[src/verilog/stq_types_pkg.sv]
// widths, pointer helpers and the entry state encoding of the store queue
// IDX_W is fixed at 4, so STQ_DEPTH can be any power of two from 2 to 16
package stq_types_pkg;

  localparam int IDX_W  = 4;
  localparam int ADDR_W = 30;  // word address, byte offset not kept
  localparam int DATA_W = 32;

  typedef logic [ADDR_W-1:0] addr_t;
  typedef logic [DATA_W-1:0] data_t;
  typedef logic [IDX_W-1:0]  idx_t;
  typedef logic [IDX_W:0]    cnt_t;

  typedef enum logic [1:0] {
    ST_FREE,
    ST_WAIT,   // allocated, address or data still missing
    ST_READY,  // address and data present
    ST_DONE    // committed, waiting to drain
  } entry_state_e;

  // next slot on a ring of depth entries
  function automatic idx_t ring_next(idx_t p, int depth);
    return (int'(p) == depth - 1) ? '0 : p + 1'b1;
  endfunction

  // number of steps from 'from' forward to 'to'
  function automatic cnt_t ring_dist(idx_t to, idx_t from, int depth);
    if (to >= from) begin
      return cnt_t'(to) - cnt_t'(from);
    end
    return cnt_t'(to) + cnt_t'(depth) - cnt_t'(from);
  endfunction

endpackage
[src/verilog/stq_bus_pkg.sv]
// request and response buses of the store queue
// all stores are full 32-bit words at a word address
package stq_bus_pkg;
  import stq_types_pkg::*;

  // address updates take the low ADDR_W bits of payload
  typedef struct packed {
    logic  valid;
    idx_t  idx;
    data_t payload;
  } upd_req_t;

  typedef struct packed {
    logic  valid;
    addr_t addr;
    idx_t  age_tail;  // tail seen at load dispatch
  } chk_req_t;

  typedef struct packed {
    logic  valid;
    logic  hit;
    logic  wait_data;  // youngest older match has no data yet
    data_t data;
  } chk_rsp_t;

  typedef struct packed {
    entry_state_e state;
    logic         match;
    logic         has_data;
    addr_t        addr;
    data_t        data;
  } entry_view_t;

  typedef struct packed {
    logic  valid;
    addr_t addr;
    data_t data;
  } mem_wr_t;

endpackage

[src/verilog/store_queue.sv]
// store queue top with allocation credits towards dispatch and cache credits
// dispatch starts with STQ_DEPTH credits, the cache side with MEM_CREDITS
module store_queue #(
  parameter int STQ_DEPTH   = 8,
  parameter int MEM_CREDITS = 2
) (
  input  logic                  clk,
  input  logic                  rst,
  input  logic                  alloc_valid,
  output stq_types_pkg::idx_t   alloc_idx,
  input  stq_bus_pkg::upd_req_t addr_upd,
  input  stq_bus_pkg::upd_req_t data_upd,
  input  logic                  commit,
  input  logic                  flush,
  input  stq_bus_pkg::chk_req_t chk_req,
  output stq_bus_pkg::chk_rsp_t chk_rsp,
  output stq_bus_pkg::mem_wr_t  mem_wr,
  input  logic                  mem_credit,
  output stq_types_pkg::cnt_t   alloc_credit
);
  import stq_types_pkg::*;
  import stq_bus_pkg::*;

  logic [STQ_DEPTH-1:0]        alloc_en;
  logic [STQ_DEPTH-1:0]        addr_en;
  logic [STQ_DEPTH-1:0]        data_en;
  logic [STQ_DEPTH-1:0]        commit_en;
  logic [STQ_DEPTH-1:0]        kill_en;
  logic [STQ_DEPTH-1:0]        free_en;
  entry_view_t [STQ_DEPTH-1:0] views;
  idx_t                        head;
  cnt_t                        flush_cnt;
  addr_t                       upd_addr;

  assign upd_addr = addr_t'(addr_upd.payload);

  stq_alloc_ctrl #(.STQ_DEPTH(STQ_DEPTH)) u_alloc_ctrl (
    .clk, .rst, .alloc_valid, .addr_upd, .data_upd, .commit, .flush, .head,
    .alloc_idx, .alloc_en, .addr_en, .data_en, .commit_en, .kill_en, .flush_cnt
  );

  for (genvar i = 0; i < STQ_DEPTH; i++) begin : g_entry
    stq_entry u_entry (
      .clk       (clk),
      .rst       (rst),
      .alloc_en  (alloc_en[i]),
      .addr_en   (addr_en[i]),
      .data_en   (data_en[i]),
      .commit_en (commit_en[i]),
      .kill_en   (kill_en[i]),
      .free_en   (free_en[i]),
      .upd_addr  (upd_addr),
      .upd_data  (data_upd.payload),
      .chk_addr  (chk_req.addr),
      .view      (views[i])
    );
  end

  stq_fwd_select #(.STQ_DEPTH(STQ_DEPTH)) u_fwd_select (
    .clk, .rst, .req(chk_req), .views, .head, .rsp(chk_rsp)
  );

  stq_drain_ctrl #(.STQ_DEPTH(STQ_DEPTH), .MEM_CREDITS(MEM_CREDITS)) u_drain_ctrl (
    .clk, .rst, .views, .mem_credit, .flush_cnt, .head, .free_en, .mem_wr, .alloc_credit
  );

endmodule

[src/verilog/stq_drain_ctrl.sv]
// in-order drain of committed stores to the cache under a credit count
// MEM_CREDITS must fit in cnt_t, so at most 31; extra credit pulses are dropped
module stq_drain_ctrl #(
  parameter int STQ_DEPTH   = 8,
  parameter int MEM_CREDITS = 2
) (
  input  logic                                      clk,
  input  logic                                      rst,
  input  stq_bus_pkg::entry_view_t [STQ_DEPTH-1:0]  views,
  input  logic                                      mem_credit,
  input  stq_types_pkg::cnt_t                       flush_cnt,
  output stq_types_pkg::idx_t                       head,
  output logic [STQ_DEPTH-1:0]                      free_en,
  output stq_bus_pkg::mem_wr_t                      mem_wr,
  output stq_types_pkg::cnt_t                       alloc_credit
);
  import stq_types_pkg::*;
  import stq_bus_pkg::*;

  entry_view_t head_view;
  cnt_t        credits;
  logic        drain;
  logic        wr_valid;
  addr_t       wr_addr;
  data_t       wr_data;

  always_comb begin
    head_view = views[0];
    for (int i = 1; i < STQ_DEPTH; i++) begin
      if (head == idx_t'(i)) begin
        head_view = views[i];
      end
    end
  end

  assign drain = (head_view.state == ST_DONE) && (credits != '0);

  always_comb begin
    for (int i = 0; i < STQ_DEPTH; i++) begin
      free_en[i] = drain && (head == idx_t'(i));  // slot freed at the drain edge
    end
  end

  always_ff @(posedge clk) begin
    if (rst) begin
      head         <= '0;
      credits      <= cnt_t'(MEM_CREDITS);
      wr_valid     <= 1'b0;
      alloc_credit <= '0;
    end else begin
      if (drain) begin
        head <= ring_next(head, STQ_DEPTH);
      end
      case ({drain, mem_credit})
        2'b10: credits <= credits - 1'b1;
        2'b01: begin
          if (credits != cnt_t'(MEM_CREDITS)) begin
            credits <= credits + 1'b1;
          end
        end
        default: ;  // both or neither leave the count
      endcase
      wr_valid     <= drain;
      alloc_credit <= flush_cnt + cnt_t'(drain);
    end
  end

  always_ff @(posedge clk) begin
    if (drain) begin
      wr_addr <= head_view.addr;
      wr_data <= head_view.data;
    end
  end

  assign mem_wr = '{valid: wr_valid, addr: wr_addr, data: wr_data};

endmodule

[src/verilog/stq_fwd_select.sv]
// load check against the stores older than the load, response one cycle later
// age_tail equal to head means no older stores, so a load seen at a full queue gets none
module stq_fwd_select #(
  parameter int STQ_DEPTH = 8
) (
  input  logic                                      clk,
  input  logic                                      rst,
  input  stq_bus_pkg::chk_req_t                     req,
  input  stq_bus_pkg::entry_view_t [STQ_DEPTH-1:0]  views,
  input  stq_types_pkg::idx_t                       head,
  output stq_bus_pkg::chk_rsp_t                     rsp
);
  import stq_types_pkg::*;

  cnt_t  span;
  cnt_t  best_off;
  logic  found;
  logic  best_has_data;
  data_t best_data;
  logic  valid_q;
  logic  hit_q;
  logic  wait_q;
  data_t data_q;

  assign span = ring_dist(req.age_tail, head, STQ_DEPTH);  // older stores sit in [head, age_tail)

  always_comb begin
    cnt_t off;
    found         = 1'b0;
    best_off      = '0;
    best_has_data = 1'b0;
    best_data     = '0;
    for (int i = 0; i < STQ_DEPTH; i++) begin
      off = ring_dist(idx_t'(i), head, STQ_DEPTH);
      if (views[i].match && (off < span) && (!found || off > best_off)) begin
        found         = 1'b1;
        best_off      = off;  // larger offset is younger
        best_has_data = views[i].has_data;
        best_data     = views[i].data;
      end
    end
  end

  always_ff @(posedge clk) begin
    if (rst) begin
      valid_q <= 1'b0;
      hit_q   <= 1'b0;
      wait_q  <= 1'b0;
    end else begin
      valid_q <= req.valid;
      hit_q   <= req.valid && found;
      wait_q  <= req.valid && found && !best_has_data;
    end
  end

  always_ff @(posedge clk) begin
    data_q <= best_data;
  end

  assign rsp = '{valid: valid_q, hit: hit_q, wait_data: wait_q, data: data_q};

endmodule

[src/verilog/stq_entry.sv]
// one store queue slot
// commit is expected only after both the address and the data were written
module stq_entry (
  input  logic                     clk,
  input  logic                     rst,
  input  logic                     alloc_en,
  input  logic                     addr_en,
  input  logic                     data_en,
  input  logic                     commit_en,
  input  logic                     kill_en,
  input  logic                     free_en,
  input  stq_types_pkg::addr_t     upd_addr,
  input  stq_types_pkg::data_t     upd_data,
  input  stq_types_pkg::addr_t     chk_addr,
  output stq_bus_pkg::entry_view_t view
);
  import stq_types_pkg::*;

  entry_state_e state;
  logic         has_addr;
  logic         has_data;
  logic         addr_ok;
  logic         data_ok;
  addr_t        addr_q;
  data_t        data_q;

  assign addr_ok = has_addr || addr_en;
  assign data_ok = has_data || data_en;

  always_ff @(posedge clk) begin
    if (rst || kill_en || free_en) begin
      state    <= ST_FREE;
      has_addr <= 1'b0;
      has_data <= 1'b0;
    end else begin
      if (state != ST_FREE) begin
        has_addr <= addr_ok;
        has_data <= data_ok;
      end
      case (state)
        ST_FREE: begin
          if (alloc_en) begin
            state <= ST_WAIT;
          end
        end
        ST_WAIT: begin
          if (commit_en) begin
            state <= ST_DONE;
          end else if (addr_ok && data_ok) begin
            state <= ST_READY;
          end
        end
        ST_READY: begin
          if (commit_en) begin
            state <= ST_DONE;
          end
        end
        default: ;  // ST_DONE holds until freed
      endcase
    end
  end

  always_ff @(posedge clk) begin
    if (addr_en) begin
      addr_q <= upd_addr;
    end
    if (data_en) begin
      data_q <= upd_data;
    end
  end

  assign view = '{state:    state,
                  match:    (state != ST_FREE) && has_addr && (addr_q == chk_addr),
                  has_data: has_data,
                  addr:     addr_q,
                  data:     data_q};

endmodule

[src/verilog/stq_alloc_ctrl.sv]
// tail and commit pointers, one-hot enable decode and flush rewind
// alloc_valid is ignored in a flush cycle; a commit in that cycle is kept
module stq_alloc_ctrl #(
  parameter int STQ_DEPTH = 8
) (
  input  logic                  clk,
  input  logic                  rst,
  input  logic                  alloc_valid,
  input  stq_bus_pkg::upd_req_t addr_upd,
  input  stq_bus_pkg::upd_req_t data_upd,
  input  logic                  commit,
  input  logic                  flush,
  input  stq_types_pkg::idx_t   head,
  output stq_types_pkg::idx_t   alloc_idx,
  output logic [STQ_DEPTH-1:0]  alloc_en,
  output logic [STQ_DEPTH-1:0]  addr_en,
  output logic [STQ_DEPTH-1:0]  data_en,
  output logic [STQ_DEPTH-1:0]  commit_en,
  output logic [STQ_DEPTH-1:0]  kill_en,
  output stq_types_pkg::cnt_t   flush_cnt
);
  import stq_types_pkg::*;

  idx_t tail;
  idx_t cmt;
  idx_t cmt_eff;
  cnt_t uc_cnt;      // allocated but not committed
  cnt_t uc_eff;
  cnt_t kill_base;
  logic alloc_ok;

  assign alloc_ok  = alloc_valid && !flush;
  assign cmt_eff   = commit ? ring_next(cmt, STQ_DEPTH) : cmt;
  assign uc_eff    = uc_cnt - cnt_t'(commit);
  assign kill_base = ring_dist(cmt_eff, head, STQ_DEPTH);  // committed entries ahead of the window
  assign flush_cnt = flush ? uc_eff : '0;
  assign alloc_idx = tail;

  always_comb begin
    cnt_t off;
    for (int i = 0; i < STQ_DEPTH; i++) begin
      off          = ring_dist(idx_t'(i), head, STQ_DEPTH);
      alloc_en[i]  = alloc_ok && (tail == idx_t'(i));
      addr_en[i]   = addr_upd.valid && (addr_upd.idx == idx_t'(i));
      data_en[i]   = data_upd.valid && (data_upd.idx == idx_t'(i));
      commit_en[i] = commit && (cmt == idx_t'(i));
      kill_en[i]   = flush && (off >= kill_base) && (off < kill_base + uc_eff);
    end
  end

  always_ff @(posedge clk) begin
    if (rst) begin
      tail   <= '0;
      cmt    <= '0;
      uc_cnt <= '0;
    end else begin
      cmt <= cmt_eff;
      if (flush) begin
        tail   <= cmt_eff;  // rewind past the last committed store
        uc_cnt <= '0;
      end else begin
        if (alloc_ok) begin
          tail <= ring_next(tail, STQ_DEPTH);
        end
        uc_cnt <= uc_eff + cnt_t'(alloc_ok);
      end
    end
  end

endmodule

[config.mk]
export PLATFORM = sky130hd
export DESIGN_NAME = store_queue
export DESIGN_NICKNAME = d
export VERILOG_FILES = /design/src/verilog/stq_types_pkg.sv /design/src/verilog/stq_bus_pkg.sv /design/src/verilog/store_queue.sv /design/src/verilog/stq_drain_ctrl.sv /design/src/verilog/stq_fwd_select.sv /design/src/verilog/stq_entry.sv /design/src/verilog/stq_alloc_ctrl.sv
export SDC_FILE = /design/constraint.sdc
export NUM_CORES = 2
export LEC_CHECK = 0
export BUFFER_PORTS_ARGS = -buffer_cell sky130_fd_sc_hd__buf_2
export CORE_ASPECT_RATIO = 0.75
export CORE_MARGIN = 1.5
export CORE_UTILIZATION = 55
export DETAILED_ROUTE_END_ITERATION = 6
export PLACE_DENSITY = 0.73
export SLEW_MARGIN = 20
export SYNTH_ARGS = -nofsm -noshare
export SYNTH_HDL_FRONTEND = slang
export SYNTH_SLANG_ARGS = --single-unit
[constraint.sdc]
create_clock -name clk -period 27.8 [get_ports clk]
set_input_delay 2.78 -clock clk [delete_from_list [all_inputs] [get_ports clk]]
set_output_delay 2.78 -clock clk [all_outputs]
set_load 0.005 [all_outputs]
* After elaboration in Yosys (flattened, before gate mapping) *
Index checks and enable logic that the tools add are counted.

word-level totals
  bits of input ports = 115
  bits in writable memories = 0
  memories = 0
  latch bits = 0
  register bits after elaboration = 653
  bits in read-only memories = 0
  output and inout port bits = 107
  word-level logic and storage cells = 522

operators by class
  div/mod/pow operators = 0
  shift operators = 0
  multiplexer cells = 117
  reductions and logical operators = 189
  multipliers = 0
  add/subtract/negate cells = 31
  order comparisons = 41
  eq/ne operators = 91
  bitwise gates (word level) = 0

operators with widths
  operator                                                            number
  66-bit two-way mux                                                  7
  32-bit two-way mux                                                  8
  30-bit == test                                                      8
  5-bit two-way mux                                                   29
  1-bit logical AND                                                   99
  4-bit by 3-bit == test with 1-bit output (second input constant)    20
  5-bit < comparator                                                  16
  2-bit two-way mux                                                   32
  2-bit one-hot mux with 3 select lines                               8
  4-bit by 2-bit == test with 1-bit output (second input constant)    10
  5-bit greater-or-equal comparator                                   8
  4-bit by 4-bit subtractor with 5-bit output (first input constant)  8
  1-bit logical OR                                                    39
  5-bit greater-than comparator                                       7
  2-bit by 1-bit != test with 1-bit output (second input constant)    17
  4-bit AND reduction                                                 8
  1-bit two-way mux                                                   26
  4-bit two-way mux                                                   6
  3-bit by 1-bit != test with 1-bit output (second input constant)    8
  3-bit nonzero test                                                  8
  2-bit == test (second input constant)                               10
  4-bit by 1-bit == test with 1-bit output (second input constant)    5
  4-bit zero test                                                     5
  2-bit nonzero test                                                  10
  25 further kinds                                                    67

* Depth between registers and ports, before layout *
  depth in word-level cells = 36
  depth in mapped cells = 93
  mapped depth without buffers = 83

* Cells and area by module *
Synthesis repeated with hierarchy kept, for this count alone.

unflattened totals
  cell total of the unflattened synthesis = 3076
  area total of the unflattened synthesis = 35527.8 um^2

modules (own cells, without submodules)
  module                              sequential area each (um^2)  cells each  instances  area each (um^2)
  stq_entry (g_entry[0].u_entry ...)  1941.9                       131         7          2469.9
  stq_drain_ctrl                      2162.1                       745         1          6581.3
  stq_fwd_select                      700.7                        829         1          5769.3
  stq_alloc_ctrl                      260.2                        454         1          3424.5
  stq_entry (g_entry[7].u_entry)      1941.9                       131         1          2463.6

* Worst setup path after synthesis *
Ideal clock, no wire load.

  path type = input-to-reg
  start point = input chk_req[1] (netlist bit)
  end point = register u_fwd_select.data_q[12]
  setup slack = 9.846 ns
  library setup time = 0.088 ns
  cell stages on the path = 87
  arrival = 17.866 ns
  path buffers = 8
  required time = 27.712 ns
  cell sequence = ha_1 fa_1 a21oi_1 nor2_1 nor2_1 xor2_1 nor2_1 a21oi_1 ha_1 a211oi_1 nand4_1 a2111oi_2 buf_2 nand2_1 ha_1 a21o_1 a21oi_1 o21ai_0 [51 not listed] a21oi_1 a31oi_1 o21ai_4 clkbuf_1 nor2_1 a31oi_1 ha_1 nor2b_1 o21a_1 o21a_1 o21ai_0 inv_1 o22ai_1 nand2_1 nand2_2 nand3_4 buf_2 o32ai_2

on the way
  word-level cells in the longest chain between the ends = 34
  elaborated cells between the ends (all ways) = 73
  classes of those cells = add/sub (3); order compare (16); mux (25); reduce/logical (29)

ends and longest elaborated chain
  what                                                                       RTL line              source
  start: declaration                                                         store_queue.sv:15     input stq_bus_pkg::chk_req_t chk_req,
  4-bit by 4-bit adder with 5-bit output, or another cell as far along       stq_types_pkg.sv:31   return cnt_t'(to) + cnt_t'(depth) - cnt_t'(from);
  5-bit by 4-bit subtractor with 5-bit output, or another cell as far along  stq_types_pkg.sv:31
  5-bit two-way mux (*)                                                      stq_types_pkg.sv:31
  5-bit < comparator                                                         stq_fwd_select.sv:35  if (views[i].match && (off < span) && (!found || off > best_off)) begin
  1-bit logical AND                                                          stq_fwd_select.sv:35
  5-bit two-way mux or 1-bit two-way mux (tied branches)                     stq_fwd_select.sv:35
  5-bit greater-than comparator or 1-bit zero test (tied branches)           stq_fwd_select.sv:35
  1-bit logical OR                                                           stq_fwd_select.sv:35
  [19 not listed]                                                            --
  1-bit logical OR                                                           stq_fwd_select.sv:35
  1-bit logical AND                                                          stq_fwd_select.sv:35
  5-bit two-way mux or 1-bit two-way mux (tied branches)                     stq_fwd_select.sv:35
  5-bit greater-than comparator or 1-bit zero test (tied branches)           stq_fwd_select.sv:35
  1-bit logical OR                                                           stq_fwd_select.sv:35
  1-bit logical AND                                                          stq_fwd_select.sv:35
  32-bit two-way mux (*)                                                     stq_fwd_select.sv:35
  via u_fwd_select.best_data[12]                                             stq_fwd_select.sv:19  data_t best_data;
  end signal: assignment                                                     stq_fwd_select.sv:57  data_q <= best_data;
  end: declaration                                                           stq_fwd_select.sv:23  data_t data_q;

The timed path passes the listed nets; every way through them passes the cells marked *. The select of a mux whose other input is x is not followed.
A chain may end at the register's enable or synchronous reset.

* Worst setup path in the final report *
  start point = input chk_req[1] (netlist bit)
  end point = register u_fwd_select.data_q[0]

Same word-level chain as after synthesis.

==> flow_metrics.env <==
export IMPL_status="finished, final reports clean"
export IMPL_avgSynthCellArea_sq_um=11.3
export IMPL_post_drt_wl_per_cell_um=26.1
export IMPL_cts_hold_buf=0
export IMPL_vias_per_cell=6.41
export IMPL_rsz0062_at_grt="no"
export IMPL_max_slew_worst_pin_slew_ps=1130
export IMPL_cp_slowest_stage_delay_ps=810
export IMPL_overflow=0
export IMPL_fin_tns_setup_ps=0
export IMPL_synth_top_area_share_pct=47.8
export IMPL_detail_route_antenna_nets=0
export IMPL_cp_required_ps=28310
export IMPL_seq_area_frac_synth_pct=53.2
export IMPL_io_pins=222
export IMPL_clk_insertion_delay_late_ps=640
export IMPL_htree_levels=3
export IMPL_ys_seq_elements=653
export IMPL_grt_max_degree=85
export IMPL_cts_root_buffer="clkbuf_16"
export IMPL_grt_util_all_layers_pct=33.0
export IMPL_maxSlewViolCount=0
export IMPL_cts_sinks=653
export IMPL_rr_endpoint="u_fwd_select.data_q[0]$_DFF_P_"
export IMPL_fin_crit_ps=23420
export IMPL_cap_violations=0
export IMPL_postCtsSetupBuffers=0
export IMPL_tritoncts="yes"
export IMPL_ys_types=102
export IMPL_r2r_start="u_drain_ctrl.head[0]$_SDFFE_PP0P_"
export IMPL_endpoint_kind="register"
export IMPL_drive_above_1_share_pct=14.4
export IMPL_netlist_instances=3096
export IMPL_rrSetupSlack_ps=5110
export IMPL_synthFlopType="edfxtp_1"
export IMPL_drt_pass1_iterations=6
export IMPL_cp_common_cell="o21a_1"
export IMPL_max_freq_mhz=42.7
export IMPL_clk_path_buf_depth=3
export IMPL_arrival_ps=23930
export IMPL_io_buffers=219
export IMPL_antenna_found_initial=9
export IMPL_drt_iter0_drc=3487
export IMPL_async_reset_ff_share_pct=0
export IMPL_cp_slowest_cell="nand2_2"
export IMPL_floorplan_rows=79
export IMPL_setup_viol=0
export IMPL_whs_path_depth=1
export IMPL_routed_wl_um=108000
export IMPL_finClkSkew_ps=41.3
export IMPL_place_hpwl_um=71800
export IMPL_min_path_type="reg -> reg"
export IMPL_cts_resized=0
export IMPL_area_growth_pct=12.1
export IMPL_chipHeight_um=222
export IMPL_p_per_area_nw_per_um2=57.2
export IMPL_drcViolationCount=0
export IMPL_holdPathEnd="g_entry[5].u_entry.has_addr$_SDFFE_PP0N_"
export IMPL_synth_top_area_cell="edfxtp_1"
export IMPL_start_util_pct=56.1
export IMPL_grt_pass1_vias=25800
export IMPL_nets=3573
export IMPL_hold_start="g_entry[5].u_entry.has_addr$_SDFFE_PP0N_"
export IMPL_cp_start_kind="primary input"
export IMPL_die_w_um=295
export IMPL_vias=26700
export IMPL_fin_crit_sh_pct=84.3
export IMPL_slew_headroom_pct=24.0
export IMPL_syn_area_sq_um=35100
export IMPL_reg2reg_depth=83
export IMPL_power_w=0.00225
export IMPL_core_area_sq_um=62500
export IMPL_synth_edf_count=558
export IMPL_grt_pass1_wl_um=162000
export IMPL_leakagePower_nw=14.1
export IMPL_clkTransAtPathRegs_ps=60
export IMPL_die_area_sq_um=65300
export IMPL_gp_congestion=1.00
export IMPL_hold_viol=0
export IMPL_vdd_drop_max_mv=0.0579
export IMPL_crit_type="in -> reg"
export IMPL_cts_buffers=67
export IMPL_synth_area_leaders="edfxtp_1 48%, ha_1 7.0%, dfxtp_1 5.4%"
export IMPL_critical_path_peak_fanout=76
export IMPL_ys_warn_count=0
cell usage after synthesis, drive strengths merged (4+ instances only):
| cell type | n |
|---|---|
| buf | 91 |
| nand4 | 48 |
| a21oi | 273 |
| nor3 | 30 |
| o32ai | 18 |
| o21a | 32 |
| o22ai | 18 |
| clkbuf | 100 |
| dfxtp | 95 |
| o2111ai | 6 |
| nor2 | 388 |
| mux2i | 81 |
| nand3b | 4 |
| nor2b | 32 |
| a31oi | 10 |
| a211oi | 154 |
| and3 | 7 |
| edfxtp | 558 |
| a21o | 29 |
| a32oi | 18 |
| nand3 | 17 |
| nand2 | 159 |
| nand4b | 5 |
| xor2 | 116 |
| nand2b | 33 |
| o21ai | 114 |
| nor3b | 5 |
| o311a | 17 |
| a22o | 15 |
| ha | 195 |
| a22oi | 4 |
| nor4bb | 7 |
| a221oi | 51 |
| nor4 | 36 |
| inv | 83 |
| o211a | 7 |
| xnor2 | 159 |
| fa | 10 |
| o221ai | 15 |
| o211ai | 5 |
placed cells by master, fill, tap and decap left out, types with 12 or more instances in the layout:
cell,instances
nor3_1,25
clkbuf_1,12
edfxtp_1,558
a22o_1,15
clkinv_2,13
o21ai_0,110
nor2_1,373
inv_1,81
buf_4,52
nand3_1,15
nand2_1,152
nor4_1,36
a21oi_1,269
o21a_1,32
ha_1,195
a221oi_1,31
clkbuf_16,68
dfxtp_1,95
a221oi_2,20
nor2_4,13
mux2i_1,80
o221ai_1,15
buf_2,219
nand2b_1,33
a32oi_1,17
xnor2_1,157
o311a_1,17
nor2b_1,32
a21o_1,28
a211oi_1,152
nand4_1,48
o22ai_1,18
xor2_1,116
per-layer routing:
| metal | global-route usage, % | share of wire (%) | routed length, um | vias up |
|---|---|---|---|---|
| met2 | 50.2 | 45 | 48300 | 1579 |
| li1 | - | - | - | 11900 |
| met1 | 48.6 | 41 | 44800 | 13000 |
| met3 | 6.47 | 12 | 12700 | 192 |
| met4 | 8.30 | 2.4 | 2550 | 6 |
| met5 | 0 | 0.036 | 39 | - |
area by class of cell:
cell class,count,area [sq um]
diodes,7,17.5
clock buffers,87,1840
clock inverters,34,423
fillers,4868,23200
inverters,85,319
multi-input cells,2174,15500
flip-flops and latches,653,18700
well taps,850,1060
repair buffers,272,1510
registers in the layout (all words and copies together) (netlist names), 8 cells and up:
register and flops:
g_entry.u_entry.addr_q 240, g_entry.u_entry.data_q 256, g_entry.u_entry.has_addr 8, g_entry.u_entry.has_data 8, g_entry.u_entry.state 16, u_drain_ctrl.wr_addr 30, u_drain_ctrl.wr_data 32, u_fwd_select.data_q 32
worst max path at each step:
stage / endpoint / cells past startpoint / from / slack [ps]
2_1_floorplan: u_fwd_select.data_q[12]$_DFF_P_ / 87 / chk_req[1] / 9850
3_3_place_gp: u_fwd_select.data_q[8]$_DFF_P_ / 83 / chk_req[1] / 4190
3_5_place_dp: u_fwd_select.data_q[0]$_DFF_P_ / 83 / chk_req[1] / 3790
4_1_cts: u_fwd_select.data_q[0]$_DFF_P_ / 83 / chk_req[1] / 4300
5_1_grt: u_fwd_select.data_q[0]$_DFF_P_ / 87 / chk_req[1] / 3250
6_report: u_fwd_select.data_q[0]$_DFF_P_ / 87 / chk_req[1] / 4380
per-stage QoR:
| step | instances | worst slack (ps) | utilization, % | hold WS, ps | instance area [sq um] |
|---|---|---|---|---|---|
| 3_3_place_gp | 4033 | 4190 | 59.2 | 472 | 37000 |
| 3_5_place_dp | 4033 | 3790 | 59.2 | 480 | 37000 |
| 6_report | 4162 | 4380 | 62.9 | 495 | 39300 |
| 5_1_grt | 4157 | 3250 | 62.9 | 519 | 39300 |
| 4_1_cts | 4154 | 4300 | 62.8 | 495 | 39300 |
| 2_1_floorplan | 3103 | 9850 | - | 458 | 35100 |
where the power goes:
| part | internal [W] | switching (W) |
|---|---|---|
| Combinational | 0.0000835 | 0.000134 |
| Sequential | 0.00108 | 0.0000139 |
| Clock | 0.000533 | 0.000399 |
worst max-delay path, delay by kind of cell:
family                     cells  cell delay [ps]
buffers and inverters          9             3400
and+or+nand+nor               24             5590
adders and majority gates     10             2690
AOI/OAI and AO/OA             43             9190
xor gates and xnor gates       1              160
logic make-up (layout without fill, tap and decap cells):
family,after synthesis,count (layout),synth area share (%)
compound gates,818,818,16.3
xor+xnor,275,275,6.98
fa+ha+maj,206,206,7.56
buf+inv,276,478,3.28
flops,653,653,53.2
mux,83,83,2.42
other cells,1,15,0.0107
simple gates,784,784,10.2
No activity file was read; power rests on OpenSTA's default activity.
